$ cat config.mk
export PLATFORM = sky130hd
export DESIGN_NAME = pmem_cmd_queue
export DESIGN_NICKNAME = d
export VERILOG_FILES = /design/src/pmem_cmd_queue.sv
export VERILOG_INCLUDE_DIRS = /design/src /design/src/src
export SDC_FILE = /design/constraint.sdc
export NUM_CORES = 1
export LEC_CHECK = 0
export BUFFER_PORTS_ARGS = -buffer_cell sky130_fd_sc_hd__buf_2
export CORE_ASPECT_RATIO = 1.75
export CORE_MARGIN = 10
export CORE_UTILIZATION = 50
export DETAILED_ROUTE_END_ITERATION = 7
export PLACE_DENSITY = 0.68
export SETUP_SLACK_MARGIN = 0.3
export SYNTH_ARGS = -nofsm -noshare
export SYNTH_HDL_FRONTEND = slang
export SYNTH_SLANG_ARGS = --single-unit
export TNS_END_PERCENT = 20
$ cat constraint.sdc
create_clock -name clock -period 4.65 [get_ports clock]
set_input_delay 0.93 -clock clock [delete_from_list [all_inputs] [get_ports clock]]
set_output_delay 0.93 -clock clock [all_outputs]
set_load 0.05 [all_outputs]
$ cat src/pmem_consts.svh
`ifndef PMEM_CONSTS_SVH
`define PMEM_CONSTS_SVH

// input and output interface count
`define PMEM_PORTS 4

// stream word width in bits
`define PMEM_DATA_W 64

// buffer address, 4096 words per input
`define PMEM_ADDR_W 12

// tag width, 64 stored packets per input
`define PMEM_TAG_W 6

// packet length in words
`define PMEM_LEN_W 6

// read commands held per output
`define PMEM_CMDQ_DEPTH 8

`endif

$ cat src/pmem_cmd_queue.sv
`timescale 1ns/1ps
`default_nettype none

`include "pmem_consts.svh"

module pmem_cmd_queue #(
	parameter int WIDTH = 23
) (
	input wire logic clock,
	input wire logic reset,
	input wire logic push,
	input wire logic [WIDTH-1:0] push_data,
	input wire logic pop,
	output logic [WIDTH-1:0] pop_data,
	output logic empty,
	output logic full
);

	localparam int DEPTH = `PMEM_CMDQ_DEPTH;
	localparam int PTR_W = $clog2(DEPTH);

	logic [WIDTH-1:0] entries [DEPTH];
	logic [PTR_W-1:0] write_ptr;
	logic [PTR_W-1:0] read_ptr;
	logic [PTR_W:0] count;
	logic do_push;
	logic do_pop;

	assign do_push = push && !full;
	assign do_pop = pop && !empty;
	assign empty = count == '0;
	assign full = count == (PTR_W+1)'(DEPTH);

	// pointers wrap on their own, depth is a power of two
	always_ff @(posedge clock) begin
		if (reset) begin
			write_ptr <= '0;
			read_ptr <= '0;
			count <= '0;
		end else begin
			if (do_push)
				write_ptr <= write_ptr + 1'b1;
			if (do_pop)
				read_ptr <= read_ptr + 1'b1;
			case ({do_push, do_pop})
				2'b10: count <= count + 1'b1;
				2'b01: count <= count - 1'b1;
				default: count <= count;
			endcase
		end
	end

	always_ff @(posedge clock) begin
		if (do_push)
			entries[write_ptr] <= push_data;
		if (do_pop)
			pop_data <= entries[read_ptr];
	end

	assert property (@(posedge clock) disable iff (reset) push |-> !full)
		else $error("command queue overflow");

	assert property (@(posedge clock) disable iff (reset) pop |-> !empty)
		else $error("command queue underflow");

endmodule

`default_nettype wire

# Yosys cells after proc, flatten, opt, wreduce, memory -nomap -nowiden
# Memories as Yosys holds them, arrays and structs flattened. A register that Yosys moved wholly into a read port is not among the register bits.
# Index checks and enable logic that the tools add are counted.
word_totals:
  output_inout_bits: 25
  mem_bits_rw: 184
  inputBits: 27
  ff_bits: 10
  mem_count: 1
  wordCells: 20
memory_table:
  columns: ["memory", "depth", "width", "read_ports", "rd_clocked_by_memory_dff", "wr", "line", "source"]
  rows:
  - ["entries", 8, 23, 1, 1, 1, "pmem_cmd_queue.sv:22", "logic [WIDTH-1:0] entries [DEPTH];"]
op_classes:
  eq_ne: 3
  n_reduce_logical: 6
  muxes: 3
  n_addsub: 4
op_table:
  columns: ["cell", "count"]
  rows:
  - ["case mux 4 bit (2 select lines)", 1]
  - ["adder 3 x 1 -> 3 bit, second input constant", 2]
  - ["adder 4 x 1 -> 4 bit, second input constant", 1]
  - ["equality test 4 bit, second input constant", 1]
  - ["zero test 4 bit", 1]
  - ["subtractor 4 x 1 -> 4 bit, second input constant", 1]
  - ["equality test 2 x 1 -> 1 bit, second input constant", 1]
  - ["equality test 2 bit, second input constant", 1]
  - ["logical AND 1 bit", 2]
  - ["zero test 1 bit", 2]
  - ["2-to-1 mux 1 bit", 2]
  - ["nonzero test 2 bit", 1]

# Longest topological paths before layout
depth:
  depth_word: 5
  mapped_depth: 10
  mapped_depth_nobuf: 9

# Worst setup path before layout
# OpenSTA, ideal clock, no wires.
synth_timing:
  path_kind: "input port to flip-flop"
  startpoint: "input push"
  endpoint: "memory entries[0][0] (enable)"
  slack_ps: 971
  stages: 2
  n_path_buf: 0
  required_ps: 4189
  t_arrival_ps: 3218
  setup_time_ps: 461
  cell_sequence: "nand2_4 nor4_1"
synth_via:
  elab_chain_cells: 3
synth_lines:
  columns: ["item", "line", "source"]
  rows:
  - ["from (decl)", "pmem_cmd_queue.sv:11", "input wire logic push,"]
  - ["logical AND 1 bit", "pmem_cmd_queue.sv:29", "assign do_push = push && !full;"]
  - ["2-to-1 mux 1 bit", "pmem_cmd_queue.sv:54", "if (do_push)"]
  - ["2-to-1 mux 1 bit (not written as such)", "pmem_cmd_queue.sv:55", "entries[write_ptr] <= push_data;"]
  - ["to (decl)", "pmem_cmd_queue.sv:22", null]
# Every way passes these cells.

# Worst setup path in the final report
layout_timing:
  startpoint: "register count[0]"
  endpoint: "output full"
layout_via:
  elab_chain_cells: 1
layout_lines:
  columns: ["item", "line", "source"]
  rows:
  - ["from (decl)", "pmem_cmd_queue.sv:25", "logic [PTR_W:0] count;"]
  - ["from (signal assigned)", "pmem_cmd_queue.sv:46", "2'b10: count <= count + 1'b1;"]
  - ["from (signal assigned)", "pmem_cmd_queue.sv:47", "2'b01: count <= count - 1'b1;"]
  - ["from (signal assigned)", "pmem_cmd_queue.sv:48", "default: count <= count;"]
  - ["equality test 4 bit", "pmem_cmd_queue.sv:32", "assign full = count == (PTR_W+1)'(DEPTH);"]
  - ["to (decl)", "pmem_cmd_queue.sv:16", "output logic full"]
# Every way passes these cells.

==> out/qor.tcl <==
set qor(remaining_drc_errors) 0
set qor(worst_ep_required_time_ps) 3720
set qor(layout-area-overhead-vs-synth_pct) 13.9
set qor(achievable-frequency_mhz) 353
set qor(post_synth_main_area_contributors) {edfxtp_1 75%, mux4_2 8.2%, mux4_1 5.1%}
set qor(clock_power_share) 0.302
set qor(cts.clk_slew.worst_paths_ps) 60
set qor(routed-via-count) 3728
set qor(num_io_pins) 52
set qor(drt_iter0_markers) 193
set qor(drt.antenna.violating_nets) 0
set qor(placement.cell_area_sq_um) 8770
set qor(first_pass_drt_iterations) 4
set qor(worst_setup_path_start_kind) {register}
set qor(worst_ir_drop_vdd_mv) 0.412
set qor(grt_use_total) 0.139
set qor(cap_viol_max_count) 0
set qor(cts_inserted_buffers) 19
set qor(cts.repair.resized) 0
set qor(layout_setup_ws_ps) 1810
set qor(yosys_register_bits) 217
set qor(die_area_sq_um) 22300
set qor(setup_repair_after_global_routing_missed_its_margin) {false}
set qor(internal_power_consumption_mw) 3.79
set qor(critical_path.cell_chain) {or4b_1, inv_1, buf_2}
set qor(slew_viol_final) 0
set qor(report.final.hold_viol_count) 0
set qor(detail_route.wl_per_cell_microns) 23.6
set qor(coreArea_sq_um) 16300
set qor(tns_ps) 0
set qor(port_buffers) 51
set qor(crit_path_end_kind) {primary output}
set qor(worst_hold_slack_ps) 549
set qor(die-height_microns) 190
set qor(syn_inst) 359
set qor(synth.avg_cell_area_sq_um) 23.0
set qor(final_cell_count_no_fill) 633
set qor(mappedNetlistNets) 392
set qor(yosysWarnings) 0
set qor(std_cell_rows) 62
set qor(finalCoreUtilization) 0.577
set qor(ys_seq_area_frac) 0.777
set qor(cts.repair_timing.setup_buffer_count) 0
set qor(post-place-cells) 599
set qor(worst-setup-path-type) {register to primary output}
set qor(routed_via_density) 5.89
set qor(timing.critical_path.slowest_stage_cell) {or4b_1}
set qor(worst_hold_path_type) {register to register}
set qor(ctsRootBufferMaster) {clkbuf_16}
set qor(place_ws_ps) 1460
set qor(net-switching-power_mw) 1.49
set qor(fp.dieW_microns) 117
set qor(cp_slowest_stage_delay_ps) 680
set qor(layout_cell_share_with_drive_strength_beyond_1) 0.354
set qor(postCtsHoldBufs) 0
set qor(initial_core_util) 0.507
set qor(globalRouteOverflowTotal) 0
set qor(clk_latency_ps) 490
set qor(swShare) 0.282
set qor(place.gp.congestion) 0.705
set qor(post-dp-hpwl_microns) 8910
set qor(relative_slew_slack) 0.343
set qor(pwr-share-seq) 0.475
set qor(min_period_over_period) 0.610
set qor(cell_area_after_layout_sq_um) 9400
set qor(power_density_nw_per_um2) 562
set qor(n_antenna_cell) 0
set qor(clockBufferDepth) 3
set qor(total_leakage_power_nw) 3.08
set qor(htree_levels) 1
set qor(grt_pass1_wl_microns) 23500
set qor(drt-total-wl_microns) 14900
set qor(n_fill_cell) 1211
set qor(tritoncts) {built}
set qor(setup_viol) 0
set qor(worst_ep_arrival_time_ps) 1910
set qor(grt_max_degree) 39
set qor(skew_ps) 7.09
set qor(power_frac_comb) 0.222
set qor(finalWorstPathRequiredPeriod_ps) 2840
set qor(outcome) {finished clean}
set qor(yosysTopAreaCell) {edfxtp_1}
set qor(cp_max_fo) 6
set qor(tot_pwr_mw) 5.28
set qor(cts_sinks) 217
set qor(share_of_the_synthesized_area_in_the_top_cell_type) 0.753
set qor(nNetsFinal) 461
set qor(worstMarginPinSlew_ps) 986
set qor(yosys.cell_types.count) 29
set qor(vias_in_the_first_global_route) 4053
set qor(syn_area_sq_um) 8250
set qor(antenna_violations_before_repair) 1
## cells in the mapped netlist
cell      number
buf_2          5
mux4_2        30
nand2_1        3
mux4_1        16
clkbuf_1       6
nor2_1        13
fa_1           1
dfxtp_1       10
a21oi_1        6
mux2i_1        1
o31ai_1        1
o41a_1         1
or4_1          1
ha_1           5
and3_1         1
nand2_4        1
xor2_1         5
buf_1          1
inv_1          4
nand2b_1       2
nor3_1         4
nand3_1        4
xnor2_1        1
buf_6          2
buf_12         2
mux2_2        23
or4b_1         1
nor4_1         2
edfxtp_1     207
## sequential cells by signal, indices dropped and copies added (netlist names)
name,flops
entries,184
pop_data,23
count,4
read_ptr,3
write_ptr,3
## cells in the final DEF (no fill, tap or decap), drive strengths merged, types with 2 or more instances in the layout
cell and count:
nand3 4, clkbuf 23, nand2b 2, bufinv 3, clkinvlp 2, xor2 5, inv 6, nor2 13
nor3 4, mux2 23, buf 64, clkinv 4, dfxtp 10, nand2 4, mux4 46, edfxtp 207
ha 5, nor4 2, a21oi 6
## power by group through the flow
stage,sequential [mW],combinational [mW],clock [mW]
6_report,2.51,1.17,1.60
5_1_grt,2.54,1.27,1.71
4_1_cts,2.52,1.20,1.63
3_3_place_gp,2.55,1.16,0
3_5_place_dp,2.56,1.19,0
2_1_floorplan,2.74,0.750,0
## layer usage
| layer | vias up | wire [microns] | part of all wire | track usage |
|---|---|---|---|---|
| li1 | 1634 | - | - | - |
| met1 | 1976 | 5790 | 0.39 | 0.167 |
| met5 | - | 0 | 0 | 0 |
| met3 | 22 | 799 | 0.054 | 0.0293 |
| met4 | 0 | 256 | 0.017 | 0.0420 |
| met2 | 96 | 8090 | 0.54 | 0.244 |
## logic make-up (layout without fill, tap and decap cells)
group / count (synthesis) / after routing / synth area share
flip-flops: 217 / 217 / 0.777
multiplexers: 70 / 70 / 0.165
AND/OR/NAND/NOR: 32 / 32 / 0.0194
buffers and inverters: 20 / 102 / 0.0156
AO/OA/AOI/OAI: 8 / 8 / 0.00591
adder cells (fa/ha/maj): 6 / 6 / 0.0100
XOR/XNOR: 6 / 6 / 0.00637
## final cells by class
cell class / instances / area (sq um) / share of cell area
clock buffer: 23 / 490 / 0.0522
timing repair buffer: 64 / 353 / 0.0375
tap: 192 / 240 / 0.0255
inverter: 4 / 15.0 / 0.00160
multi-input combinational: 122 / 1740 / 0.185
sequential: 217 / 6420 / 0.683
clock inverter: 11 / 144 / 0.0153
## worst max-delay path: cells and delay by family (launching register included)
kind / cells / cell delay (ps)
buffers and inverters: 2 / 370
and+or+nand+nor: 1 / 680
DFF: 1 / 370
## worst paths after layout
path,end,cells after the start,from,slack [ps]
setup reg to reg,count[3],8,count[0],1850
setup / recovery,full,3,count[0],1810
hold / removal,count[3],2,count[3],550
hold reg to reg,count[3],2,count[3],550
No activity file was read; power rests on OpenSTA's default activity.
