## src/pmem_consts.svh

```systemverilog
`ifndef PMEM_CONSTS_SVH
`define PMEM_CONSTS_SVH

// input and output interface count
`define PMEM_PORTS 4

// stream word width in bits
`define PMEM_DATA_W 64

// buffer address, 4096 words per input
`define PMEM_ADDR_W 12

// tag width, 64 stored packets per input
`define PMEM_TAG_W 6

// packet length in words
`define PMEM_LEN_W 6

// read commands held per output
`define PMEM_CMDQ_DEPTH 8

`endif

```

## src/pmem_pkg.sv

```systemverilog
`default_nettype none

`include "pmem_consts.svh"

package pmem_pkg;

	// selects one interface
	typedef logic [$clog2(`PMEM_PORTS)-1:0] port_sel_t;

	// unused bytes in the last word of a packet
	typedef logic [2:0] empty_t;

	// match result from the match engine
	typedef struct packed {
		port_sel_t dest;
		port_sel_t src;
		logic [`PMEM_TAG_W-1:0] tag;
	} match_word_t;

	// one stored packet to send out
	typedef struct packed {
		empty_t empty;
		port_sel_t src;
		logic [`PMEM_ADDR_W-1:0] start_address;
		logic [`PMEM_LEN_W-1:0] length;
	} read_cmd_t;

endpackage

`default_nettype wire

```

## src/pmem_match_decode.sv

```systemverilog
`timescale 1ns/1ps
`default_nettype none

`include "pmem_consts.svh"

module pmem_match_decode (
	input wire logic clock,
	input wire logic reset,
	input wire pmem_pkg::match_word_t tagin_data,
	input wire logic tagin_valid,
	output logic tagin_ready,
	output logic [`PMEM_TAG_W-1:0] table_tag,
	input wire pmem_pkg::read_cmd_t table_entry [`PMEM_PORTS],
	input wire logic queue_full [`PMEM_PORTS],
	output logic queue_push [`PMEM_PORTS],
	output pmem_pkg::read_cmd_t queue_command
);

	import pmem_pkg::*;

	logic started;
	logic any_full;
	logic advance;
	match_word_t lookup_word;
	logic lookup_valid;
	match_word_t select_word;
	logic select_valid;

	always_comb begin
		any_full = 1'b0;
		for (int i = 0; i < `PMEM_PORTS; i++)
			any_full = any_full | queue_full[i];
	end

	// a word waiting on a full queue holds both stages
	assign advance = !(select_valid && queue_full[select_word.dest]);
	assign tagin_ready = started && !any_full;

	// re-read the held word's entry while stalled
	assign table_tag = advance ? lookup_word.tag : select_word.tag;

	always_ff @(posedge clock) begin
		if (reset) begin
			started <= 1'b0;
			lookup_valid <= 1'b0;
			select_valid <= 1'b0;
		end else begin
			started <= 1'b1;
			if (advance) begin
				lookup_valid <= tagin_valid && tagin_ready;
				select_valid <= lookup_valid;
			end
		end
	end

	always_ff @(posedge clock) begin
		if (advance) begin
			lookup_word <= tagin_data;
			select_word <= lookup_word;
		end
	end

	always_comb begin
		queue_command = table_entry[select_word.src];
		queue_command.src = select_word.src;
	end

	for (genvar j = 0; j < `PMEM_PORTS; j++) begin : g_push
		assign queue_push[j] = select_valid && select_word.dest == j && !queue_full[j];
	end

endmodule

`default_nettype wire

```

## config.mk

```make
export PLATFORM = sky130hd
export DESIGN_NAME = pmem_match_decode
export DESIGN_NICKNAME = d
export VERILOG_FILES = /design/src/pmem_pkg.sv /design/src/pmem_match_decode.sv
export VERILOG_INCLUDE_DIRS = /design/src /design/src/src
export SDC_FILE = /design/constraint.sdc
export NUM_CORES = 1
export LEC_CHECK = 0
export BUFFER_PORTS_ARGS = -buffer_cell sky130_fd_sc_hd__buf_2
export CAP_MARGIN = 5
export CORE_MARGIN = 2
export CORE_UTILIZATION = 30
export CTS_CLUSTER_DIAMETER = 40
export DETAILED_ROUTE_END_ITERATION = 12
export PLACE_DENSITY = 0.7
export SETUP_SLACK_MARGIN = 0.4
export SYNTH_ARGS = -nofsm -noshare
export SYNTH_HDL_FRONTEND = slang
export SYNTH_SLANG_ARGS = --single-unit
```

## constraint.sdc

```tcl
create_clock -name clock -period 3.35 [get_ports clock]
set_clock_uncertainty 0.15 [all_clocks]
set_input_delay 0.1675 -clock clock [delete_from_list [all_inputs] [get_ports clock]]
set_output_delay 0.1675 -clock clock [all_outputs]
set_load 0.01 [all_outputs]
```

======== Yosys cells after proc, flatten, opt, wreduce, memory -nomap -nowiden ========
Index checks and enable logic that the tools add are counted.
storage, ports and cells
  latch bits .............................. 0
  memory bits (writable) .................. 0
  logic and storage cells ................. 44
  bits of input ports ..................... 109
  output and inout bits ................... 34
  bits in read-only memories .............. 0
  memories kept ........................... 0
  register bits ........................... 23
operators by class
  multiply operators ...................... 0
  div/mod/pow operators ................... 0
  muxes and demuxes ....................... 8
  bitwise gates (word level) .............. 5
  add/sub/neg operators ................... 0
  $lt $le $gt $ge ......................... 2
  shift-type cells ........................ 0
  equal/unequal tests ..................... 3
  reductions and logical operators ........ 17
operator list
  cell                  number
  $bmux W23 S2          1
  $mux W23              2
  $logic_and A1 B1 Y1   11
  $ge A3 B3 Y1 const B  2
  $mux W6               1
  $not A2 Y3            2
  $logic_not A1 Y1      5
  $eq A2 B2 Y1 const B  2
  $mux W1               3
  $or A1 B1 Y1          3
  $bmux W1 S2           1
  $eq A2 B1 Y1 const B  1
  $logic_not A2 Y1      1

======== Logic depth before layout (Yosys ltp) ========
  depth after elaboration ................. 6
  mapped depth ............................ 4
  depth with buffers taken out ............ 4

======== Worst setup path before layout ========
Ideal clock, no wire load.
  kind .................................... reg2out
  from .................................... reg select_word[9] in the netlist's numbering
  to ...................................... out table_tag[0]
  required time ........................... 3032 ps
  setup slack ............................. 1697 ps
  stages on the path, launching flop included .. 5
  data arrival time ....................... 1336 ps
  path buffers ............................ 0
  cell sequence ........................... edfxtp_1 -> mux2i_1 -> o22ai_2 -> inv_4 -> mux2_4
on the way
  word-level cells in the longest chain between the ends .. 6
ends and longest elaborated chain
  item                                         RTL line                 source
  start, declared                              pmem_match_decode.sv:26  match_word_t select_word;
  start signal, assigned                       pmem_match_decode.sv:59  select_word <= lookup_word;
  $not A2 Y3 (not written as such)             pmem_match_decode.sv:36  assign advance = !(select_valid && queue_full[select_word.dest]);
  $bmux W1 S2                                  pmem_match_decode.sv:36
  $mux W1 (not written as such) (2 in series)  pmem_match_decode.sv:36
  $logic_and A1 B1 Y1                          pmem_match_decode.sv:36
  $mux W6                                      pmem_match_decode.sv:40  assign table_tag = advance ? lookup_word.tag : select_word.tag;
  end, declared                                pmem_match_decode.sv:12  output logic [`PMEM_TAG_W-1:0] table_tag,
No other way between the ends. The select of a mux whose other input is x is not followed.

======== Worst setup path after layout ========
  from .................................... reg select_word[9] in the netlist's numbering
  to ...................................... out table_tag[4]
Same word-level chain as after synthesis.

==> key figures <==
Routing
  – Top sig layer: met4
  – Iter 0 DRT Violations: 34
  – M1 WL: between 1000 and 1500 um
  – Via density: 4.84
  – Metal2 WL: approximately 2200 um
  – Post-route ant nets: 0
  – WL/cell: about 15 um
  – Routed Wire Length: roughly 4000 um
  – DRC viols: 0
  – 1st-pass router iterations: 4
  – Met3 routed WL: approximately 370 um
  – Vias: about 1300

STA
  – Final setup vio count: 0
  – Post-layout min period: ~2.2 ns
  – Final Hold Vio Count: 0
  – Worst-Margin Slew: between 0.8 and 0.9 ns
  – Slew Viols, Final: 0
  – Peak Freq: 464 MHz
  – RSZ-0062 raised after global routing: no
  – Setup TNS: 0 ns
  – Headroom to the max-slew limit: roughly two fifths
  – Final Cycle Share: approximately 64%

Synthesis
  – Syn Area/Cell: about 19 sq um
  – Most frequent cell after synthesis: mux4_2
  – Synthesized area: ~0.0014 sq mm
  – Top cell type's share of synthesized area: between 40% and 50%
  – Cell taking the most area after synthesis: edfxtp_1
  – Number of synthesized flops with an enable pin: 20
  – Ranking of synthesized cells by area: edfxtp_1 44%, mux4_2 34%, mux2_4 6.6%, dfxtp_1 4.4%, mux2i_1 1.5%
  – Post-synth ARST share: 0%
  – Post-synthesis register bit count: 23
  – Most frequent cells after synthesis: 21 x mux4_2, 20 x edfxtp_1, 6 x mux2_4, 3 x dfxtp_1
  – Post-synthesis sequential area ratio: about half
  – Yosys warns: 0
  – Synth unique cells: 20
  – Net count after synthesis: around 180
  – Synth Flop Type: edfxtp_1
  – Mapped Cells: slightly above 70

Clock tree
  – TritonCTS clock tree: built
  – H-tree levels: 1
  – Post-CTS setup repair buffer count: 0
  – Root Buffer Master: clkbuf_8
  – PostCTS Resize Cnt: 0
  – Clk slew on worst S/H paths: 0.07 ns
  – Clock Latency Late Sink: 0.25 ns
  – Hold Buf Count CTS: 11
  – Clock sink count: 23
  – Max Root-Sink Buffers: 2
  – CTS Buf Count: 3

Finish
  – Design Area, Final: 0.00224 sq mm
  – Register area: 661 sq um
  – Area of the multi-input gates: roughly 670 sq um
  – N_diodes: 0
  – Fillers: ~400
  – Share of cells above drive strength 1: slightly below 80%
  – Fin nets: 326
  – Layout area overhead: 63.1%

Status
  – Outcome: finished clean

Placement
  – GP Congestion: just over 0.8
  – Post-DP HPWL: 3320 um
  – Dpl cell area: 0.00208 sq mm
  – PortBufs: roughly 130

GRT
  – First-pass GRT wire length: between 5000 and 6000 um
  – Initial antenna violation count: 0
  – Vias in the first global route: approximately 1300
  – Gr ovfl total: 0
  – Gr usage total: about 14%
  – Largest net degree at the start of global routing: 27

Job
  – Max Cap Viol: 0

Critical path
  – Max FO, Critical Path: 26
  – Crit Reg-Reg Endpoint: queue_command[19]
  – WS Path Type: register to primary output
  – Worst path arrival time: 1.84 ns
  – R2R depth: 3
  – FF-to-FF Start: select_word[9]
  – Reg2reg setup slack: between 1.5 and 2 ns
  – Worst EP required: about 3.0 ns
  – Worst Setup End Kind: primary output
  – CP Launch Type: register

Power
  – Peak VDD IR: between 300 and 400 uV
  – Power Density: 305 mW/mm^2
  – Combinational share of power: a little over a quarter
  – Pleak: 1.08 nW
  – Sequential Power Share: approximately half
  – Total net switching power: 0.000154 W
  – Sw Ratio: approximately 23%
  – Clock Power Share: 24.0%
  – P_int: 0.000529 W

Worst hold path
  – Worst hold start: tagin_valid
  – Hold Path Stages: 3
  – Hold crit path type: input port to register
  – Hold path endpoint: lookup_valid

Floorplan
  – I/O pin total: between 100 and 150
  – Die area: between 0.005 and 0.006 sq mm
  – Die Span X: between 70 and 80 um
  – Die Span Y: slightly above 70 um
  – Initial core utilization: 31.3%
  – Rows: 24
  – Core area: 0.00438 sq mm
==> state kept, by name (all words and copies together) (netlist names) <==
| name | flops |
|---|---|
| queue_command | 2 |
| select_word | 8 |
| select_valid | 1 |
| lookup_valid | 1 |
| lookup_word | 10 |
| started | 1 |
==> logic make-up after synthesis <==
family,share of synthesized area (%)
muxes,42.5
DFF,48.2
and+or+nand+nor,3.92
buffers and inverters,3.10
AOI/OAI and AO/OA,2.28
==> cell usage in the layout (no fill, tap or decap) <==
cell type / count
nor3_1: 2
nor3b_1: 2
nand2b_1: 1
inv_4: 1
nor2b_1: 1
mux4_2: 21
mux2_4: 6
o21a_1: 1
nand2_1: 1
dfxtp_1: 3
o22ai_2: 1
a32o_2: 1
buf_4: 1
and2_1: 1
nor4_1: 1
buf_2: 134
clkbuf_1: 1
mux2i_1: 2
dlygate4sd3_1: 11
inv_1: 1
edfxtp_1: 20
clkbuf_8: 3
==> worst max-delay path: stages, from the launching register on <==
cell and delay [ns]:
edfxtp_1 0.45, mux2i_1 0.24, o22ai_2 0.13, inv_4 0.28
mux2_4 0.33, buf_2 0.14
==> metal layers <==
layer | up-vias | global-route usage [%]
met1 | 628 | 16.0
li1 | 598 | -
met5 | - | 0
met3 | 4 | 3.23
met4 | 0 | 2.73
met2 | 67 | 27.0
==> area by class of cell <==
cell class | count | share of cell area (%)
multi-input combinational | 41 | 29.9
sequential | 23 | 29.5
tap | 52 | 2.91
timing repair buffer | 146 | 35.2
inverter | 2 | 0.447
clock buffer | 4 | 2.01
==> power groups by stage <==
| stage | combinational [W] | sequential (W) | clock (W) |
|---|---|---|---|
| after floorplan | 0.0000893 | 0.000336 | 0 |
| after global placement | 0.000171 | 0.000342 | 0 |
| after detailed placement | 0.000176 | 0.000343 | 0 |
| after CTS | 0.000186 | 0.000336 | 0.000171 |
| after global routing | 0.000197 | 0.000338 | 0.000182 |
| final | 0.000183 | 0.000336 | 0.000164 |
==> through the flow <==
stage               setup slack [ns]  hold slack [ns]  cells  power, W  util, %
detailed placement              1.44            0.196    253  0.000518     47.5
CTS                             1.16            0.105    268  0.000692     51.0
finish                          1.20            0.101    268  0.000683     51.0
global placement                1.46            0.195    253  0.000513     47.5
floorplan                       1.70            0.107     72  0.000426        -
global route                    1.05            0.129    268  0.000718     51.0
==> how the worst max path moves through the flow <==
stage | startpoint | end | slack (ns) | cells after the start
4_1_cts | select_word[9] | table_tag[2] | 1.16 | 5
5_1_grt | select_word[9] | table_tag[1] | 1.05 | 5
6_report | select_word[9] | table_tag[4] | 1.20 | 5
3_3_place_gp | select_word[9] | table_tag[0] | 1.46 | 5
3_5_place_dp | select_word[9] | table_tag[4] | 1.44 | 5
2_1_floorplan | select_word[9] | table_tag[0] | 1.70 | 4
(Power assumes the default switching activity.)
