==> src/pmem_consts.svh <==
`ifndef PMEM_CONSTS_SVH
`define PMEM_CONSTS_SVH

// input and output interface count
`define PMEM_PORTS 4

// stream word width in bits
`define PMEM_DATA_W 64

// buffer address, 4096 words per input
`define PMEM_ADDR_W 12

// tag width, 64 stored packets per input
`define PMEM_TAG_W 6

// packet length in words
`define PMEM_LEN_W 6

// read commands held per output
`define PMEM_CMDQ_DEPTH 8

`endif

==> src/pmem_pkg.sv <==
`default_nettype none

`include "pmem_consts.svh"

package pmem_pkg;

	// selects one interface
	typedef logic [$clog2(`PMEM_PORTS)-1:0] port_sel_t;

	// unused bytes in the last word of a packet
	typedef logic [2:0] empty_t;

	// match result from the match engine
	typedef struct packed {
		port_sel_t dest;
		port_sel_t src;
		logic [`PMEM_TAG_W-1:0] tag;
	} match_word_t;

	// one stored packet to send out
	typedef struct packed {
		empty_t empty;
		port_sel_t src;
		logic [`PMEM_ADDR_W-1:0] start_address;
		logic [`PMEM_LEN_W-1:0] length;
	} read_cmd_t;

endpackage

`default_nettype wire

==> src/pmem_output_framer.sv <==
`timescale 1ns/1ps
`default_nettype none

`include "pmem_consts.svh"

module pmem_output_framer (
	input wire logic clock,
	input wire logic reset,
	input wire logic [`PMEM_DATA_W-1:0] read_data [`PMEM_PORTS],
	input wire pmem_pkg::port_sel_t read_source,
	input wire logic read_valid,
	input wire logic read_first,
	input wire logic read_last,
	input wire pmem_pkg::empty_t packet_empty,
	input wire logic transmitout_ready,
	output logic stall,
	output logic [`PMEM_DATA_W-1:0] transmitout_data,
	output logic transmitout_valid,
	output logic transmitout_sop,
	output logic transmitout_eop,
	output pmem_pkg::empty_t transmitout_empty
);

	import pmem_pkg::*;

	localparam int HOLD_DEPTH = 4;
	localparam int PTR_W = $clog2(HOLD_DEPTH);

	logic data_valid;
	logic data_sop;
	logic data_eop;
	port_sel_t data_source;
	empty_t data_empty;

	logic [`PMEM_DATA_W-1:0] hold_data [HOLD_DEPTH];
	logic hold_sop [HOLD_DEPTH];
	logic hold_eop [HOLD_DEPTH];
	empty_t hold_empty [HOLD_DEPTH];
	logic [PTR_W-1:0] write_ptr;
	logic [PTR_W-1:0] read_ptr;
	logic [PTR_W:0] count;
	logic do_pop;

	assign transmitout_valid = count != '0;
	assign do_pop = transmitout_valid && transmitout_ready;

	// two reads can still be in flight when this rises
	assign stall = count >= (PTR_W+1)'(HOLD_DEPTH - 2);

	assign transmitout_data = hold_data[read_ptr];
	assign transmitout_sop = hold_sop[read_ptr];
	assign transmitout_eop = hold_eop[read_ptr];
	assign transmitout_empty = hold_empty[read_ptr];

	// qualifiers lag one cycle to line up with buffer data
	always_ff @(posedge clock) begin
		if (reset)
			data_valid <= 1'b0;
		else
			data_valid <= read_valid;
	end

	always_ff @(posedge clock) begin
		data_sop <= read_first;
		data_eop <= read_last;
		data_source <= read_source;
		data_empty <= read_last ? packet_empty : '0;
	end

	always_ff @(posedge clock) begin
		if (data_valid) begin
			hold_data[write_ptr] <= read_data[data_source];
			hold_sop[write_ptr] <= data_sop;
			hold_eop[write_ptr] <= data_eop;
			hold_empty[write_ptr] <= data_empty;
		end
	end

	always_ff @(posedge clock) begin
		if (reset) begin
			write_ptr <= '0;
			read_ptr <= '0;
			count <= '0;
		end else begin
			if (data_valid)
				write_ptr <= write_ptr + 1'b1;
			if (do_pop)
				read_ptr <= read_ptr + 1'b1;
			case ({data_valid, do_pop})
				2'b10: count <= count + 1'b1;
				2'b01: count <= count - 1'b1;
				default: count <= count;
			endcase
		end
	end

	// the reader must have seen stall in time
	assert property (@(posedge clock) disable iff (reset)
		data_valid |-> count != (PTR_W+1)'(HOLD_DEPTH))
		else $error("framer holding buffer overflow");

endmodule

`default_nettype wire

==> config.mk <==
export PLATFORM = sky130hd
export DESIGN_NAME = pmem_output_framer
export DESIGN_NICKNAME = d
export VERILOG_FILES = /design/src/pmem_pkg.sv /design/src/pmem_output_framer.sv
export VERILOG_INCLUDE_DIRS = /design/src /design/src/src
export SDC_FILE = /design/constraint.sdc
export NUM_CORES = 1
export LEC_CHECK = 0
export ABC_AREA = 1
export BUFFER_PORTS_ARGS = -buffer_cell sky130_fd_sc_hd__buf_2
export CAP_MARGIN = 0
export CORE_UTILIZATION = 57
export DETAILED_ROUTE_END_ITERATION = 6
export PLACE_DENSITY_LB_ADDON = 0.1
export REMOVE_ABC_BUFFERS = 1
export SLEW_MARGIN = 20
export SYNTH_ARGS = -nofsm -noshare
export SYNTH_HDL_FRONTEND = slang
export SYNTH_SLANG_ARGS = --single-unit
==> constraint.sdc <==
create_clock -name clock -period 3.8 [get_ports clock]
set_input_delay 0.38 -clock clock [delete_from_list [all_inputs] [get_ports clock]]
set_output_delay 0.38 -clock clock [all_outputs]
set_load 0.05 [all_outputs]
Word-level counts from Yosys, hierarchy flattened
Memory sizes are Yosys's and may differ from the RTL's. A register that Yosys moved wholly into a read port is not among the register bits.
Index checks and enable logic that the tools add are counted.
{"block": "totals", "latchBits": 0, "mem_bits_ro": 0, "word_cells": 38, "ram_bits": 276, "regBits": 15, "out_inout_bits": 71, "n_memories": 4}
{"block": "classes", "magnitude_cmp": 2, "add_sub_neg": 4, "n_eq_ne": 2, "bitwise_logic": 1, "n_reduce_logical": 3, "div": 0, "mul": 0, "mux": 14, "shifts": 0}
{"memory": "hold_data", "depth": 4, "word_bits": 64, "rd": 1, "rd_ports_with_merged_regs": 1, "write_ports": 1, "line_no": "pmem_output_framer.sv:35", "source": "logic [`PMEM_DATA_W-1:0] hold_data [HOLD_DEPTH];"}
{"memory": "hold_empty", "depth": 4, "word_bits": 3, "rd": 1, "rd_ports_with_merged_regs": 1, "write_ports": 1, "line_no": "pmem_output_framer.sv:38", "source": "empty_t hold_empty [HOLD_DEPTH];"}
{"memory": "hold_eop", "depth": 4, "word_bits": 1, "rd": 1, "rd_ports_with_merged_regs": 1, "write_ports": 1, "line_no": "pmem_output_framer.sv:37", "source": "logic hold_eop [HOLD_DEPTH];"}
{"memory": "hold_sop", "depth": 4, "word_bits": 1, "rd": 1, "rd_ports_with_merged_regs": 1, "write_ports": 1, "line_no": "pmem_output_framer.sv:36", "source": "logic hold_sop [HOLD_DEPTH];"}
{"operator": "64-bit binary-select mux with 2-bit select", "count": 1}
{"operator": "64-bit two-way mux", "count": 2}
{"operator": "2-bit two-way mux", "count": 8}
{"operator": "3-bit one-hot mux with 2 select lines", "count": 1}
{"operator": "2-bit by 1-bit adder with 2-bit output (second input constant)", "count": 2}
{"operator": "3-bit by 1-bit adder with 3-bit output (second input constant)", "count": 1}
{"operator": "3-bit by 2-bit >= comparator with 1-bit output (second input constant)", "count": 1}
{"operator": "3-bit >= comparator (second input constant)", "count": 1}
{"operator": "2-bit NOT with 3-bit output", "count": 1}
{"operator": "3-bit nonzero test", "count": 1}
{"operator": "3-bit by 1-bit subtractor with 3-bit output (second input constant)", "count": 1}
{"operator": "2-bit by 1-bit equality test with 1-bit output (second input constant)", "count": 1}
{"operator": "2-bit equality test (second input constant)", "count": 1}
{"operator": "1-bit two-way mux", "count": 2}
{"operator": "2-bit nonzero test", "count": 1}
{"operator": "1-bit logical AND", "count": 1}

Logic depth before layout (Yosys ltp)
{"block": "depth", "word_depth": 4, "depth_mapped": 13, "depth_no_buf": 13}

Worst setup path after synthesis
Ideal clock, no wire load.
{"block": "synth_path", "kind": "register to register", "start": "reg write_ptr[0]", "end": "mem hold_data[2][0] (netlist name) (enable)", "t_arrival_ps": 1940, "path_slack_ps": 1437, "period_less_slack_ps": 2363, "path_buffers": 0, "path_stages_with_launch": 5, "cell_sequence": "dfxtp_1 > inv_1 > ha_1 > nand2_1 > inv_1"}
{"element": "start, declared", "line_no": "pmem_output_framer.sv:39", "source": "logic [PTR_W-1:0] write_ptr;"}
{"element": "start signal, assigned", "line_no": "pmem_output_framer.sv:86", "source": "write_ptr <= write_ptr + 1'b1;"}
{"element": "end, declared", "line_no": "pmem_output_framer.sv:35"}
No word-level cell before the write port.

==> summary.txt <==
Timing
  • Max_slew headroom: 30.1%
  • Worst-Margin Slew: 1.05 ns
  • Setup ws final: 0.965 ns
  • Fin crit share: 74.6%
  • Final Hold Viols: 0
  • RSZ-0062 raised after global routing: no
  • Max-slew violations: 0
  • Max Freq: 353 MHz
  • Minimum clock period: 2.83 ns
  • Setup violators final: 0
  • Hold WS: 0.0289 ns
  • Final Skew: 0.0129 ns

Floorplan
  • Die X: 151 um
  • Die H: 151 um
  • Core area: 0.0218 mm2
  • Boundary Pins: 338
  • Die Footprint: 0.0228 mm2
  • Core Rows: 54
  • Starting density of the core: 58.0%

Global route
  • Gr ovfl total: 0
  • First-pass GRT wire length: 44700 um
  • Total track usage: 25.7%
  • Initial antenna violation count: 3
  • Vias in the first global route: 9063
  • Pin count of the biggest net entering global routing: 115

Critical path
  • Worst setup SP type: flip-flop
  • Reg2reg start: data_source[0]
  • CP Capture Type: primary output
  • CP max FO: 47
  • Crit path kind: reg2out
  • Critical Path RT: 3.42 ns
  • Cell with the biggest individual delay on the critical path: inv_2
  • Reg2reg end: hold_data[2][54]
  • CP arrival: 2.45 ns
  • CP max stage delay: 0.63 ns
  • Cell Chain, Critical Path: inv_2 -> buf_4 -> o21ai_1 -> o22ai_1 -> buf_2
  • Cells on worst reg2reg path: 3
  • Reg2Reg Setup Slack: 1.41 ns

Synthesis
  • Post-synth ARST share: 0%
  • Top-count cell post-synth: edfxtp_1
  • Register area share after synthesis: 68.2%
  • Top cell type's share of synthesized area: 65.5%
  • Mapped cell area: 0.0127 mm2
  • Synth Flop Type: edfxtp_1
  • Top cells by area, synth: edfxtp_1, nor2_1, o22ai_1
  • Synth Area per Inst: 11.4 um2
  • Post-synth EDFFs: 276
  • Synth top cells by count: edfxtp_1, nor2_1, o21ai_0, o22ai_1, o21ai_1
  • Unique masters post-synth: 19
  • Yosys reg bits: 293
  • YS warnings: 0
  • Yosys top cell by area: edfxtp_1
  • Post-Synthesis Cells: 1112

Hold path
  • Min-Delay Path Depth: 3
  • Hold_sp: packet_empty[1]
  • Hold path endpoint: data_empty[1]
  • Worst min path class: in2reg

Route
  • Drt first-iter violations: 585
  • DR vias/cell: 5.67
  • Final WL: 29500 um
  • Residual DRC: 0
  • WL/cell: 17.2 um
  • Post-DRT Antenna Nets: 0
  • Via count: 9746
  • TritonRoute pass-1 iters: 5

Final layout
  • Final core occ: 70.1%
  • Layout Nets: 1687
  • Share of layout cells above drive strength 1: 27.9%
  • Post-Layout Inst Area: 0.0153 mm2
  • Area grow syn2layout: 20.8%

CTS
  • Setup Buffers After CTS: 0
  • Resized cells post-CTS: 0
  • Worst-Skew Late Latency: 0.54 ns
  • CTS tree: done
  • TritonCTS Buffers: 29
  • Clk pin slew, worst setup/hold paths: 0.06 ns
  • Clk root buf: clkbuf_16
  • H-tree Lvls: 1
  • CTS max path bufs: 3
  • Sink Count: 293

Place
  • Number of buffers added on ports: 337
  • Gp weighted congestion: 0.777
  • Placed cell areas: 0.0143 mm2
  • Post-detail-place hpwl: 17600 um
  • Dpl ws: 1.39 ns

Power
  • Leakage: 5.78 nW
  • Tot Pwr: 8.93 mW
  • Power Density: 584 mW/mm2
  • Worst VDD drop: 0.318 mV

Outcome
  • Status: finished, final reports clean

Run
  • Max cap viols: 0
==> stage by stage <==
step                      TNS, ns  std cells
after floorplan           -145.52       1027
after global placement          0       1659
after detailed placement        0       1659
after CTS                       0       1716
after global routing            0       1718
final                           0       1718
==> logic make-up (layout without fill, tap and decap cells) <==
kind of cell,Yosys count,in the layout,share of synthesized area [%]
and+or+nand+nor,294,294,8.75
buffers and inverters,111,435,4.98
DFF,293,293,68.2
adders and majority gates,6,6,0.652
AOI/OAI and AO/OA,408,408,17.4
other,0,2,0
==> metal layers <==
layer	track usage, %	vias up	share of wire, %
li1	-	4705	-
met3	4.13	44	6.5
met2	45.7	365	51
met4	8.35	2	2.0
met1	32.2	4630	41
met5	0	-	0.041
==> sequential cells by signal, summed over array words and instances, names as in the netlist, named ones only <==
register	flops
data_source	2
data_valid	1
data_eop	1
count	3
hold_eop	4
data_sop	1
write_ptr	2
data_empty	3
hold_data	256
hold_sop	4
hold_empty	12
read_ptr	2
==> worst max-delay path by stage <==
stage              startpoint                    to  slack (ns)  cells past startpoint
2_1_floorplan       flip-flop   transmitout_data[0]       -0.62                      3
3_3_place_gp   data_source[0]      hold_data[3][46]        1.49                      4
3_5_place_dp   data_source[0]      hold_data[0][46]        1.39                      4
4_1_cts             flip-flop  transmitout_data[19]        0.94                      5
5_1_grt             flip-flop  transmitout_data[19]        0.81                      5
6_report            flip-flop  transmitout_data[19]        0.97                      5
==> cell usage in the layout, fill, tap and decap left out, drive strengths merged, types with 4 or more instances in the layout <==
master	n
dlygate4sd3	4
inv	21
a21oi	5
clkinv	13
nor2	273
edfxtp	276
o21ai	270
dfxtp	17
clkbuf	42
nand2	18
ha	5
o22ai	133
buf	352
==> repair_timing <==
action	4_1_cts	5_1_grt
hold buffers	4	0
setup endpoints to repair	0	0
endpoints found under the hold margin	4	0
==> where the power goes <==
group | total, mW | internal (mW) | switching, mW | leakage (nW)
clock | 2.78 | 1.66 | 1.12 | 0.448
sequential | 3.72 | 3.68 | 0.0438 | 2.66
combinational | 2.43 | 0.584 | 1.85 | 2.68
==> layout make-up <==
type,count,area [um2]
Antenna cell,2,5.00
Clock buffer,42,805
Clock inverter,11,121
Fill cell,1636,6530
Inverter,26,111
Multi-Input combinational cell,708,3400
Sequential cell,293,8640
Tap cell,280,350
Timing Repair Buffer,356,1860
==> critical path, delay by kind of cell, from the launching register on <==
kind / cells / cell delay, ns
flops: 1 / 0.32
compound gates: 2 / 0.28
buf+inv: 3 / 1.30
(Power assumes the default switching activity.)
