## src/pmem_consts.svh

```systemverilog
`ifndef PMEM_CONSTS_SVH
`define PMEM_CONSTS_SVH

// input and output interface count
`define PMEM_PORTS 4

// stream word width in bits
`define PMEM_DATA_W 64

// buffer address, 4096 words per input
`define PMEM_ADDR_W 12

// tag width, 64 stored packets per input
`define PMEM_TAG_W 6

// packet length in words
`define PMEM_LEN_W 6

// read commands held per output
`define PMEM_CMDQ_DEPTH 8

`endif

```

## src/pmem_pkg.sv

```systemverilog
`default_nettype none

`include "pmem_consts.svh"

package pmem_pkg;

	// selects one interface
	typedef logic [$clog2(`PMEM_PORTS)-1:0] port_sel_t;

	// unused bytes in the last word of a packet
	typedef logic [2:0] empty_t;

	// match result from the match engine
	typedef struct packed {
		port_sel_t dest;
		port_sel_t src;
		logic [`PMEM_TAG_W-1:0] tag;
	} match_word_t;

	// one stored packet to send out
	typedef struct packed {
		empty_t empty;
		port_sel_t src;
		logic [`PMEM_ADDR_W-1:0] start_address;
		logic [`PMEM_LEN_W-1:0] length;
	} read_cmd_t;

endpackage

`default_nettype wire

```

## src/pmem_transmit_reader.sv

```systemverilog
`timescale 1ns/1ps
`default_nettype none

`include "pmem_consts.svh"

module pmem_transmit_reader (
	input wire logic clock,
	input wire logic reset,
	input wire pmem_pkg::read_cmd_t queue_data,
	input wire logic queue_empty,
	input wire logic stall,
	output logic queue_pop,
	output logic [`PMEM_ADDR_W-1:0] read_address,
	output pmem_pkg::port_sel_t read_source,
	output logic read_valid,
	output logic read_first,
	output logic read_last,
	output pmem_pkg::empty_t packet_empty
);

	import pmem_pkg::*;

	logic pop_pending;
	logic first;
	logic [`PMEM_LEN_W-1:0] remaining;
	logic [`PMEM_ADDR_W-1:0] address;
	port_sel_t source;
	empty_t empty_bytes;

	// queue data shows up the cycle after the pop
	assign queue_pop = remaining == '0 && !queue_empty && !pop_pending;

	assign read_valid = remaining != '0 && !stall;
	assign read_address = address;
	assign read_source = source;
	assign read_first = first;
	assign read_last = remaining == `PMEM_LEN_W'(1);
	assign packet_empty = empty_bytes;

	always_ff @(posedge clock) begin
		if (reset) begin
			pop_pending <= 1'b0;
			remaining <= '0;
			first <= 1'b0;
		end else begin
			pop_pending <= queue_pop;
			if (pop_pending) begin
				remaining <= queue_data.length;
				first <= 1'b1;
			end else if (read_valid) begin
				remaining <= remaining - 1'b1;
				first <= 1'b0;
			end
		end
	end

	always_ff @(posedge clock) begin
		if (pop_pending) begin
			address <= queue_data.start_address;
			source <= queue_data.src;
			empty_bytes <= queue_data.empty;
		end else if (read_valid) begin
			// packets may straddle the end of the buffer
			address <= address + 1'b1;
		end
	end

endmodule

`default_nettype wire

```

## config.mk

```make
export PLATFORM = sky130hd
export DESIGN_NAME = pmem_transmit_reader
export DESIGN_NICKNAME = d
export VERILOG_FILES = /design/src/pmem_pkg.sv /design/src/pmem_transmit_reader.sv
export VERILOG_INCLUDE_DIRS = /design/src /design/src/src
export SDC_FILE = /design/constraint.sdc
export NUM_CORES = 1
export LEC_CHECK = 0
export ABC_AREA = 1
export CORE_MARGIN = 2
export CORE_UTILIZATION = 55
export DETAILED_ROUTE_END_ITERATION = 8
export DONT_BUFFER_PORTS = 1
export PLACE_DENSITY = 0.83
export SLEW_MARGIN = 20
export SYNTH_ARGS = -nofsm -noshare
export SYNTH_HDL_FRONTEND = slang
export SYNTH_SLANG_ARGS = --single-unit
export TNS_END_PERCENT = 50
```

## constraint.sdc

```tcl
create_clock -name clock -period 1.44 [get_ports clock]
set_input_delay 0.288 -clock clock [delete_from_list [all_inputs] [get_ports clock]]
set_output_delay 0.288 -clock clock [all_outputs]
set_load 0.005 [all_outputs]
```

Yosys cells after proc, flatten, opt, wreduce, memory -nomap -nowiden:

Cells that the tools add are included.

* register bits: 25
* logic and storage cells: 24
* memory bits (writable): 0
* bits in latches: 0
* output and inout port bits: 21
* input bits: 27
* memories: 0
* memory bits (read-only): 0

* multipliers: 0
* multiplexer cells: 6
* divide/modulo/power cells: 0
* magnitude comparators: 0
* reduce and logical (&&, ||, !) cells: 9
* bitwise operators: 0
* $add $sub $neg: 2
* shift operators: 0
* equality and inequality tests: 1

Operators with widths (number)
* 12-bit 2-to-1 mux: 2
* 12-bit by 1-bit adder with 12-bit output, second input constant: 1
* 6-bit 2-to-1 mux: 2
* 6-bit by 1-bit == test with 1-bit output, second input constant: 1
* 6-bit logical NOT: 1
* 6-bit nonzero test: 1
* 6-bit by 1-bit subtractor with 6-bit output, second input constant: 1
* 1-bit logical AND: 3
* 1-bit logical NOT: 3
* 1-bit 2-to-1 mux: 2
* 2-bit nonzero test: 1

Logic depth before layout (Yosys ltp):

Gate-level depths: netlist of run 1.

* depth after elaboration: 4
* mapped depth: 8

Least setup slack after synthesis of run 1:

Ideal clock, no wire load.

* kind: flip-flop to flip-flop
* from: register remaining[0]
* to: register address[0], in the netlist read_address[0] (enable)
* data required time: 1.070 ns
* setup slack: -0.101 ns
* arrival time: 1.172 ns
* cell stages (with the launch flop): 6
* buffers on the path: 0
* library setup time: 0.370 ns
* cell sequence: dfxtp_1 inv_1 ha_1 nand3_2 nand2_2 nand2_1

* longest elaborated chain between the ends: 3

RTL lines
* from (decl): line pmem_transmit_reader.sv:25 `` logic [`PMEM_LEN_W-1:0] remaining; ``
* from (signal assigned): line pmem_transmit_reader.sv:48 `remaining <= queue_data.length;`
* from (signal assigned): line pmem_transmit_reader.sv:51 `remaining <= remaining - 1'b1;`
* 6-bit nonzero test: line pmem_transmit_reader.sv:33 `assign read_valid = remaining != '0 && !stall;`
* 1-bit logical AND: line pmem_transmit_reader.sv:33
* 2-bit nonzero test (no line)
* to (signal assigned): line pmem_transmit_reader.sv:59 `address <= queue_data.start_address;`
* to (signal assigned): line pmem_transmit_reader.sv:64 `address <= address + 1'b1;`
* to (decl): line pmem_transmit_reader.sv:26 `` logic [`PMEM_ADDR_W-1:0] address; ``

No other way between the ends.
A chain may end at the register's enable or synchronous reset.

Worst setup path after layout of run 1:

* from: register remaining[2]
* to: output port queue_pop

* longest elaborated chain between the ends: 3

RTL lines
* 6-bit logical NOT: line pmem_transmit_reader.sv:31 `assign queue_pop = remaining == '0 && !queue_empty && !pop_pending;`
* 1-bit logical AND (2 in series): line pmem_transmit_reader.sv:31
* to (decl): line pmem_transmit_reader.sv:12 `output logic queue_pop,`

No other way between the ends.

==> results of run 1 <==
-- worst max-delay path, delay by kind of cell, from the launching register on --
kind             cells  cell delay (ns)
DFF                  1             0.40
and+or+nand+nor      3             0.46
-- placed cells by master (no fill, tap or decap), types with 3 or more instances in the layout --
cell      synthesis  layout
nor2_1           15      13
clkbuf_4          0       3
nand2_1          39      37
o21ai_0          12      11
dfxtp_1           8       6
nor2_4            0       3
a21oi_1           5       5
inv_1            15      12
nor3_1            7       6
buf_4             0      19
edfxtp_1         17      17
inv_2             1       3
nand3_1          14      14
nand4_1           4       4
-- where the power goes --
part	switching, W	internal, W
clock	0.000200	0.000108
sequential	0.000296	0.00121
combinational	0.00129	0.00103
total	0.00179	0.00235
-- through the flow --
stage                     cell area (um2)  utilization, %  cells
final                                1660            73.8    211
after floorplan                      1330               -    159
after global routing                 1660            73.8    211
after global placement               1480            65.6    199
after detailed placement             1480            65.6    199
after CTS                            1590            70.6    208
-- area by class of cell --
class | instances | area (um2) | area share (%)
multi-input combinational | 114 | 667 | 40.1
inverter | 17 | 66.3 | 3.99
clock buffer | 4 | 26.3 | 1.58
timing repair buffer | 23 | 195 | 11.7
sequential | 25 | 673 | 40.5
tap | 28 | 35.0 | 2.11
-- kinds of logic (layout without fill, tap and decap cells) --
| logic type | after synthesis | after routing | synth area share [%] |
|---|---|---|---|
| flops | 25 | 25 | 50.5 |
| fa+ha+maj | 4 | 4 | 3.77 |
| compound gates | 19 | 19 | 7.63 |
| xor+xnor | 4 | 4 | 2.64 |
| simple gates | 87 | 87 | 29.9 |
| buf+inv | 20 | 44 | 5.65 |
-- sequential cells by signal, summed over array words and instances (netlist names) --
register,flops
read_address,12
remaining,6
packet_empty,3
read_source,2
pop_pending,1
read_first,1
-- path summary, 6_finish.rpt --
check | start | endpoint | cells after the start | slack (ns)
setup / recovery | remaining[2] | queue_pop | 3 | -0.02
hold / removal | queue_empty | pop_pending | 1 | 0.04
setup reg to reg | read_address[0] | read_address[10] | 6 | 0.03
hold reg to reg | read_first | read_first | 2 | 0.56
-- repair_timing --
action / 4_1_cts / 5_1_grt
setup buffers: 5 / 2
resized for setup: 14 / 11
pin swaps: 3 / 8
hold buffers: 0 / 1
endpoints found under the hold margin: 0 / 2
endpoints found under the setup margin: 6 / 13
-- layer usage --
layer,vias to the layer above,wire length [um]
met5,-,0
met4,0,107
met3,12,209
met2,58,1810
met1,559,1180
li1,585,-
==> out/qor.csv, run 1 <==
stage,metric,value,unit
timing,fmax,686,MHz
global_routing,largest net degree at the start of global routing,19,
global_routing,initial antenna violation count,0,
drt,drt drc,0,
placement,dpl hpwl,2210,um
worst_setup_path,CP max stage delay,0.40,ns
global_routing,GR Util met1,23.8,%
cells_and_area,layout cells sized above 1,24.6,%
logic_synthesis,share of the synthesized area in the top cell type,38.4,%
logic_synthesis,most frequent cell after synthesis,nand2_1,
clocking,htree depth,1,
timing,post-layout min period,1.46,ns
cells_and_area,area added between synthesis and finish,25.1,%
timing,Worst Skew,0.00502,ns
logic_synthesis,syn nets,190,
global_routing,number of global-route vias before repair,1192,
worst_setup_path,crit end category,output pin,
logic_synthesis,Post-synth EDFFs,17,
timing,Final setup viols,2,
clocking,Root Buffer,clkbuf_4,
timing,Final Max Tran Viols,0,
logic_synthesis,"flops & latches, synth",25,
global_routing,GRT Overall Usage,23.6,%
timing,fraction of the cycle the final worst path needs,101,%
worst_setup_path,Critical Path AT,1.17,ns
logic_synthesis,cells after synthesis,159,
drt,vias per cell,5.75,
worst_setup_path,crit-path max FO,4,
power,worst vdd ir,0.00182,V
floorplanning,Die H,53.2,um
worst_setup_path,"Req. time, crit path",1.15,ns
timing,Setup WS post-layout,-0.0178,ns
global_routing,M2 GR Usage,44.2,%
logic_synthesis,synthesized area,1330,um2
cells_and_area,nets,215,
drt,Iter 0 DRT Violations,24,
power,PwrDens,2490,nW/um2
logic_synthesis,sequential share of the synthesized area,50.5,%
timing,Hold WS,0.0354,ns
worst_setup_path,CP cell instances,"nor2_4, nand3_4, nor3_4",
logic_synthesis,distinct cell type count after synthesis,25,
logic_synthesis,Synth async-reset ratio,0,%
worst_hold_path,Hold Crit Class,primary input to register,
power,Final Power,0.00414,W
floorplanning,initial core utilization,58.9,%
timing,TNS Setup,-0.0236,ns
placement,GPL Wtd Cong,0.846,
placement,Placement Setup Slack,-0.0148,ns
clocking,clock-pin slew on the worst setup and hold paths,0.13,ns
worst_setup_path,"Max stage delay cell, worst path",dfxtp_1,
clocking,clk_lat worst skew,0.31,ns
floorplanning,core footprint,2250,um2
clocking,TritonCTS buffer count,3,
global_routing,M3 GR Usage,3.95,%
timing,RSZ-0062 raised after global routing,true,
drt,total wire length,3310,um
logic_synthesis,YS warnings,0,
drt,antenna-violating nets left,0,
worst_setup_path,CP startpoint kind,register,
drt,drt pass-1 iters,4,
logic_synthesis,"area leader, netlist",edfxtp_1,
clocking,# clock sinks,25,
floorplanning,die area,2820,um2
job,max_cap viols,0,
global_routing,first-pass GRT wire length,4820,um
placement,input/output buffers,0,
cells_and_area,filler instances,167,
logic_synthesis,Post-synth top flop,edfxtp_1,
status,status,finished with violations,
timing,worst slew pin tran,0.243,ns
timing,Fin. Hold Viols,0,
logic_synthesis,top post-synthesis cells by area,"edfxtp_1 38%, dfxtp_1 12%, nand2_1 11%",
floorplanning,standard-cell rows,17,
clocking,clock buffer depth,2,
cells_and_area,ant diodes,0,
drt,via count,1214,
drt,post-DR wirelength/cell,15.7,um
clocking,CTS tree,built,
logic_synthesis,syn avg cell area,8.36,um2
power,leakage,0.704,nW
logic_synthesis,Commonest cells post-synth,"39 x nand2_1, 17 x edfxtp_1, 15 x inv_1, 15 x nor2_1, 14 x nand3_1",
global_routing,Congestion Overflow GR,0,
global_routing,GRT Max-Usage Layer,met2,
floorplanning,Die Width,53.2,um
worst_setup_path,kind of critical path,register to output pin,
floorplanning,IO Pins,48,
status,failing checks,setup timing,
timing,slew margin rel.,83.7,%
Note: power is estimated with default switching activity, not from simulation.
==> inputs of run 2 (changes only) <==
CORE_UTILIZATION = 66   (was 55)
PLACE_DENSITY = 0.92   (was 0.83)
REMOVE_ABC_BUFFERS = 1   (was not set)
clock period = 1.7 ns   (was 1.44 ns; I/O delays follow)
==> run 2 against run 1 <==
Net effect: the run now ends clean; die area is 15% lower; register-to-register slack better by 0.13 ns; worst setup slack better by 0.084 ns; global-route usage is 0.39 points higher.
==> out/qor.csv, run 2 (same netlist as run 1, synthesis figures left out) <==
stage,metric,value,unit,change
drt,antenna-violating nets left,0,,unchanged
floorplanning,IO Pins,48,,unchanged
clocking,htree depth,1,,unchanged
worst_setup_path,CP max stage delay,0.39,ns,about the same
drt,Iter 0 DRT Violations,22,,-8.3%
worst_hold_path,Hold Crit Class,primary input to register,,
global_routing,largest net degree at the start of global routing,28,,+9
timing,Hold WS,0.0695,ns,+0.0341 ns
worst_setup_path,"Req. time, crit path",1.36,ns,+0.21 ns
cells_and_area,filler instances,158,,-5.4%
timing,Worst Skew,0.00311,ns,-0.00191 ns
cells_and_area,nets,196,,-8.8%
clocking,clock buffer depth,2,,unchanged
power,Reg power frac,46.5,%,+10 points
placement,dpl hpwl,1990,um,-10%
clocking,clk_lat worst skew,0.31,ns,about the same
timing,fraction of the cycle the final worst path needs,96.1,%,
timing,Fin. Hold Viols,0,,unchanged
drt,vias per cell,5.57,,-3.3%
worst_setup_path,Critical Path AT,1.29,ns,+0.12 ns
timing,Final setup viols,0,,-2
cells_and_area,number of flip-flops under the largest register name,12,,unchanged
global_routing,GRT Overall Usage,24.0,%,+0.39 points
power,Net Sw Frac,43.5,%,+0.26 points
timing,Final Max Tran Viols,0,,unchanged
worst_setup_path,crit end category,output pin,,
power,worst vdd ir,0.00127,V,-30%
clocking,post-CTS resize count,0,,-14
drt,post-DR wirelength/cell,13.6,um,-13%
worst_setup_path,kind of critical path,register to output pin,,
floorplanning,die area,2390,um2,-15%
clocking,hold_buf cts,0,,unchanged
cells_and_area,"commonest non-fill, non-tap cell in the layout",nand2_1,,
power,PwrDens,1990,nW/um2,-20%
power,Psw,0.00122,W,-32%
timing,post-layout min period,1.63,ns,
clocking,Root Buffer,clkbuf_4,,
drt,total wire length,2600,um,-21%
global_routing,initial antenna violation count,0,,unchanged
power,combinational share of power,44.3,%,-12 points
global_routing,Congestion Overflow GR,0,,unchanged
timing,fmax,612,MHz,
clocking,postcts setup bufs,0,,-5
status,status,"complete, no violations",,
worst_setup_path,CP cell instances,"inv_1, ha_1, nand3_2, nand2_2, inv_1",,
global_routing,first-pass GRT wire length,4490,um,-6.9%
worst_setup_path,Crit path buffers/inverters,2,,+2
power,part of the power in the clock network,9.2,%,+1.7 points
placement,input/output buffers,0,,unchanged
placement,GPL Wtd Cong,0.852,,+0.80%
worst_setup_path,CP startpoint kind,register,,
power,leakage,0.597,nW,-15%
worst_setup_path,crit-path max FO,5,,+1
timing,RSZ-0062 raised after global routing,true,,
clocking,CTS tree,built,,
global_routing,number of global-route vias before repair,1045,,-12%
clocking,TritonCTS buffer count,3,,unchanged
worst_setup_path,critical path's top delay family,flip-flops,,
drt,via count,1063,,-12%
floorplanning,standard-cell rows,16,,-1
job,max_cap viols,0,,unchanged
drt,drt drc,0,,unchanged
floorplanning,Die H,48.9,um,-8.1%
drt,drt pass-1 iters,4,,unchanged
cells_and_area,"commonest cells after routing, fill and taps aside","39 x nand2_1, 17 x edfxtp_1, 15 x inv_1, 14 x nor2_1, 14 x nand3_1",,
timing,slew margin rel.,80.2,%,-3.4 points
floorplanning,initial core utilization,69.1,%,+10 points
cells_and_area,area added between synthesis and finish,6.21,%,
worst_setup_path,"Max stage delay cell, worst path",dfxtp_2,,
worst_setup_path,most frequent CP cell,inv_1,,
floorplanning,core footprint,1920,um2,-15%
cells_and_area,layout cells sized above 1,9.76,%,-15 points
clocking,# clock sinks,25,,unchanged
clocking,clock-pin slew on the worst setup and hold paths,0.13,ns,about the same
cells_and_area,ant diodes,0,,unchanged
floorplanning,Die Width,48.9,um,-8.1%
timing,worst slew pin tran,0.295,ns,+0.0515 ns
timing,TNS Setup,0,ns,+0.0236 ns
power,Pint,0.00159,W,-32%
## run 2: cell types whose count changed in the layout (fill, tap and decap cells not counted), moves of 2 or more
cell     delta
buf_4      -15
buf_6       -2
ha_1        +2
ha_4        -2
inv_1       +3
inv_2       -2
nand2_1     +2
nand2_4     -2
nor2_2      +2
nor2_4      -3
## run 2: cell type report
class | instances | area [um2] | share of cell area [%]
Multi-Input combinational cell | 114 | 586 | 41.5
Clock buffer | 4 | 26.3 | 1.86
Tap cell | 27 | 33.8 | 2.39
Sequential cell | 25 | 672 | 47.6
Timing Repair Buffer | 4 | 30.0 | 2.13
Inverter | 17 | 63.8 | 4.52
## run 2: final timing paths
kind,startpoint,cells past startpoint,slack [ns],to
worst max-delay path,remaining[0],5,0.07,read_valid
worst min-delay path,reset,1,0.07,remaining[0]
worst max register to register,read_address[0],6,0.16,read_address[8]
worst min register to register,remaining[1],2,0.52,remaining[1]
## run 2: worst reg2reg max path, stage by stage (launching register included)
cell	delay, ns
edfxtp_1	0.45
ha_1	0.25
nand4_1	0.15
nor2_2	0.22
nand3_1	0.10
nand3_1	0.09
nand2_1	0.05
## run 2: per-layer routing
metal,track usage (%),vias up,share of wire [%]
li1,-,544,-
met1,27.7,474,40
met2,44.1,39,52
met3,4.29,6,5.6
met4,9.05,0,2.0
met5,0,-,0
## run 2: power by group through the flow
stage	Sequential, W	Clock (W)	Combinational, W
detailed placement	0.00131	0	0.00124
global placement	0.00130	0	0.00117
finish	0.00131	0.000258	0.00124
floorplan	0.00128	0	0.000929
CTS	0.00130	0.000261	0.00125
global route	0.00135	0.000289	0.00144
## run 2: through the flow
stage | total power, W | utilization [%] | instances | cell area [um2] | worst slack, ns
2_1_floorplan | 0.00221 | - | 156 | 1320 | -0.393
3_3_place_gp | 0.00246 | 71.9 | 187 | 1380 | 0.197
3_5_place_dp | 0.00256 | 71.9 | 187 | 1380 | 0.104
4_1_cts | 0.00281 | 73.2 | 191 | 1410 | 0.000701
5_1_grt | 0.00308 | 73.4 | 191 | 1410 | -0.0372
6_report | 0.00281 | 73.4 | 191 | 1410 | 0.0659
==> inputs of run 3 (changes only) <==
CORE_UTILIZATION = 45   (was 66)
PLACE_DENSITY = 0.7   (was 0.92)
==> run 3 against run 2 <==
Net effect: critical path depth stayed put; sequential share of layout area is 0.82 points lower; worst hold slack worse by 0.013 ns; fmax is 0.19% higher; combinational power is 5% higher; power is 1.8% higher; largest power group unchanged; cell area is 2.0% higher; global-route usage is 7.5 points lower; critical endpoint unchanged; clock skew is 0.013 ns higher; sequential power hardly changed.
==> out/qor.csv, run 3 (same netlist as run 1, synthesis figures left out) <==
stage,metric,value,unit,change
status,status,"complete, no violations",,
clocking,Root Buffer,clkbuf_4,,
clocking,clk_lat worst skew,0.32,ns,about the same
drt,via count,1064,,+0.094%
floorplanning,initial core utilization,47.8,%,-21 points
floorplanning,IO Pins,48,,unchanged
worst_setup_path,crit end category,output pin,,
drt,drt drc,0,,unchanged
worst_setup_path,kind of critical path,register to output pin,,
floorplanning,standard-cell rows,19,,+3
clocking,# clock sinks,25,,unchanged
worst_setup_path,reg2reg path depth,6,,unchanged
timing,fmax,613,MHz,+0.19%
drt,post-DR wirelength/cell,13.6,um,-0.45%
global_routing,first-pass GRT wire length,4340,um,-3.4%
worst_setup_path,Critical Path AT,1.29,ns,about the same
cells_and_area,area of the multi-input gates,586,um2,unchanged
placement,input/output buffers,0,,unchanged
clocking,htree depth,1,,unchanged
global_routing,number of global-route vias before repair,1043,,-0.19%
cells_and_area,nets,197,,+0.51%
drt,Iter 0 DRT Violations,24,,+9.1%
power,worst vdd ir,0.000930,V,-27%
worst_setup_path,CP startpoint kind,register,,
clocking,CTS tree,built,,
timing,Final setup viols,0,,unchanged
cells_and_area,register area,673,um2,+0.19%
cells_and_area,ant diodes,0,,unchanged
drt,antenna-violating nets left,0,,unchanged
cells_and_area,"commonest non-fill, non-tap cell in the layout",nand2_1,,
cells_and_area,area added between synthesis and finish,8.29,%,
clocking,clock-pin slew on the worst setup and hold paths,0.15,ns,+0.02 ns
placement,GPL Wtd Cong,0.869,,+1.9%
power,Final Power,0.00286,W,+1.8%
timing,RSZ-0062 raised after global routing,true,,
floorplanning,core footprint,2780,um2,+45%
drt,total wire length,2660,um,+2.2%
timing,Fin. Hold Viols,0,,unchanged
cells_and_area,filler instances,270,,+71%
placement,dpl hpwl,2050,um,+2.9%
timing,fraction of the cycle the final worst path needs,95.9,%,-0.18 points
job,max_cap viols,0,,unchanged
cells_and_area,layout cells sized above 1,11.5,%,+1.8 points
worst_hold_path,Worst Hold Depth,1,,unchanged
global_routing,initial antenna violation count,0,,unchanged
timing,Final Max Tran Viols,0,,unchanged
cells_and_area,number of flip-flops under the largest register name,12,,unchanged
global_routing,largest net degree at the start of global routing,28,,unchanged
timing,slew margin rel.,80.9,%,+0.62 points
clocking,postcts setup bufs,0,,unchanged
worst_hold_path,Hold Crit Class,primary input to register,,
cells_and_area,fin cells,196,,+2.6%
floorplanning,die area,3400,um2,+43%
worst_setup_path,crit-path max FO,5,,unchanged
worst_setup_path,"Req. time, crit path",1.36,ns,about the same
drt,vias per cell,5.43,,-2.5%
cells_and_area,"commonest cells after routing, fill and taps aside","39 x nand2_1, 17 x edfxtp_1, 15 x inv_1, 14 x nor2_1, 14 x nand3_1",,
power,leakage,0.609,nW,+2.0%
global_routing,Congestion Overflow GR,0,,unchanged
power,PwrDens,1990,nW/um2,-0.15%
floorplanning,Die H,58.3,um,+19%
timing,worst slew pin tran,0.285,ns,-0.00925 ns
drt,drt pass-1 iters,4,,unchanged
placement,cell count after placement,192,,+2.7%
global_routing,GRT Overall Usage,16.5,%,-7.5 points
clocking,TritonCTS buffer count,3,,unchanged
timing,post-layout min period,1.63,ns,-0.00304 ns
floorplanning,Die Width,58.3,um,+19%
timing,Worst Skew,0.0166,ns,+0.0135 ns
clocking,clock buffer depth,2,,unchanged
## run 3: cell types whose count changed in the layout (fill, tap and decap cells not counted), sizes merged
cell and delta:
clkinv +1, buf +1, clkbuf -1
## run 3: worst max-delay path, stage by stage (launching register included)
cell and delay [ns]:
dfxtp_2 0.38, inv_1 0.08, ha_1 0.21, nand3_2 0.12
nand2_2 0.09, inv_1 0.10
## run 3: cell type report
class,count,area share (%)
multi-input combinational,114,40.7
tap,31,2.70
clock buffer,3,1.57
clock inverter,1,0.348
timing repair buffer,5,3.48
sequential,25,46.8
inverter,17,4.43
## run 3: power by group
group / internal (W) / switching, W / leakage [nW]
Sequential: 0.00103 / 0.000269 / 0.228
Clock: 0.0000879 / 0.000175 / 0.0177
Combinational: 0.000515 / 0.000782 / 0.364
## run 3: timing repair
item | CTS | global route
resized for setup | 1 | 2
hold buffers | 0 | 0
setup endpoints to repair | 1 | 5
## run 3: path summary, 6_finish.rpt
| kind | slack, ns | end | from |
|---|---|---|---|
| setup / recovery | 0.07 | read_valid | remaining[0] |
| hold / removal | 0.06 | remaining[1] | reset |
| setup reg to reg | 0.20 | read_address[10] | read_address[1] |
| hold reg to reg | 0.50 | remaining[1] | remaining[1] |
## run 3: through the flow
stage | TNS, ns | util (%) | hold slack, ns | setup WS (ns) | area [um2]
floorplan | -6.32 | - | 0.409 | -0.393 | 1320
global placement | 0 | 50.6 | 0.411 | 0.212 | 1410
detailed placement | 0 | 50.6 | 0.412 | 0.130 | 1410
CTS | 0 | 51.6 | 0.0567 | 0.0528 | 1440
global route | -0.0599 | 51.7 | 0.0504 | -0.0309 | 1440
finish | 0 | 51.7 | 0.0568 | 0.0689 | 1440
## run 3: per-layer routing
metal | vias up | share of wire [%] | global-route usage [%]
met1 | 481 | 42 | 19.1
met4 | 0 | 0.83 | 5.98
li1 | 550 | - | -
met2 | 31 | 51 | 30.3
met5 | - | 0 | 0
met3 | 2 | 6.7 | 2.64
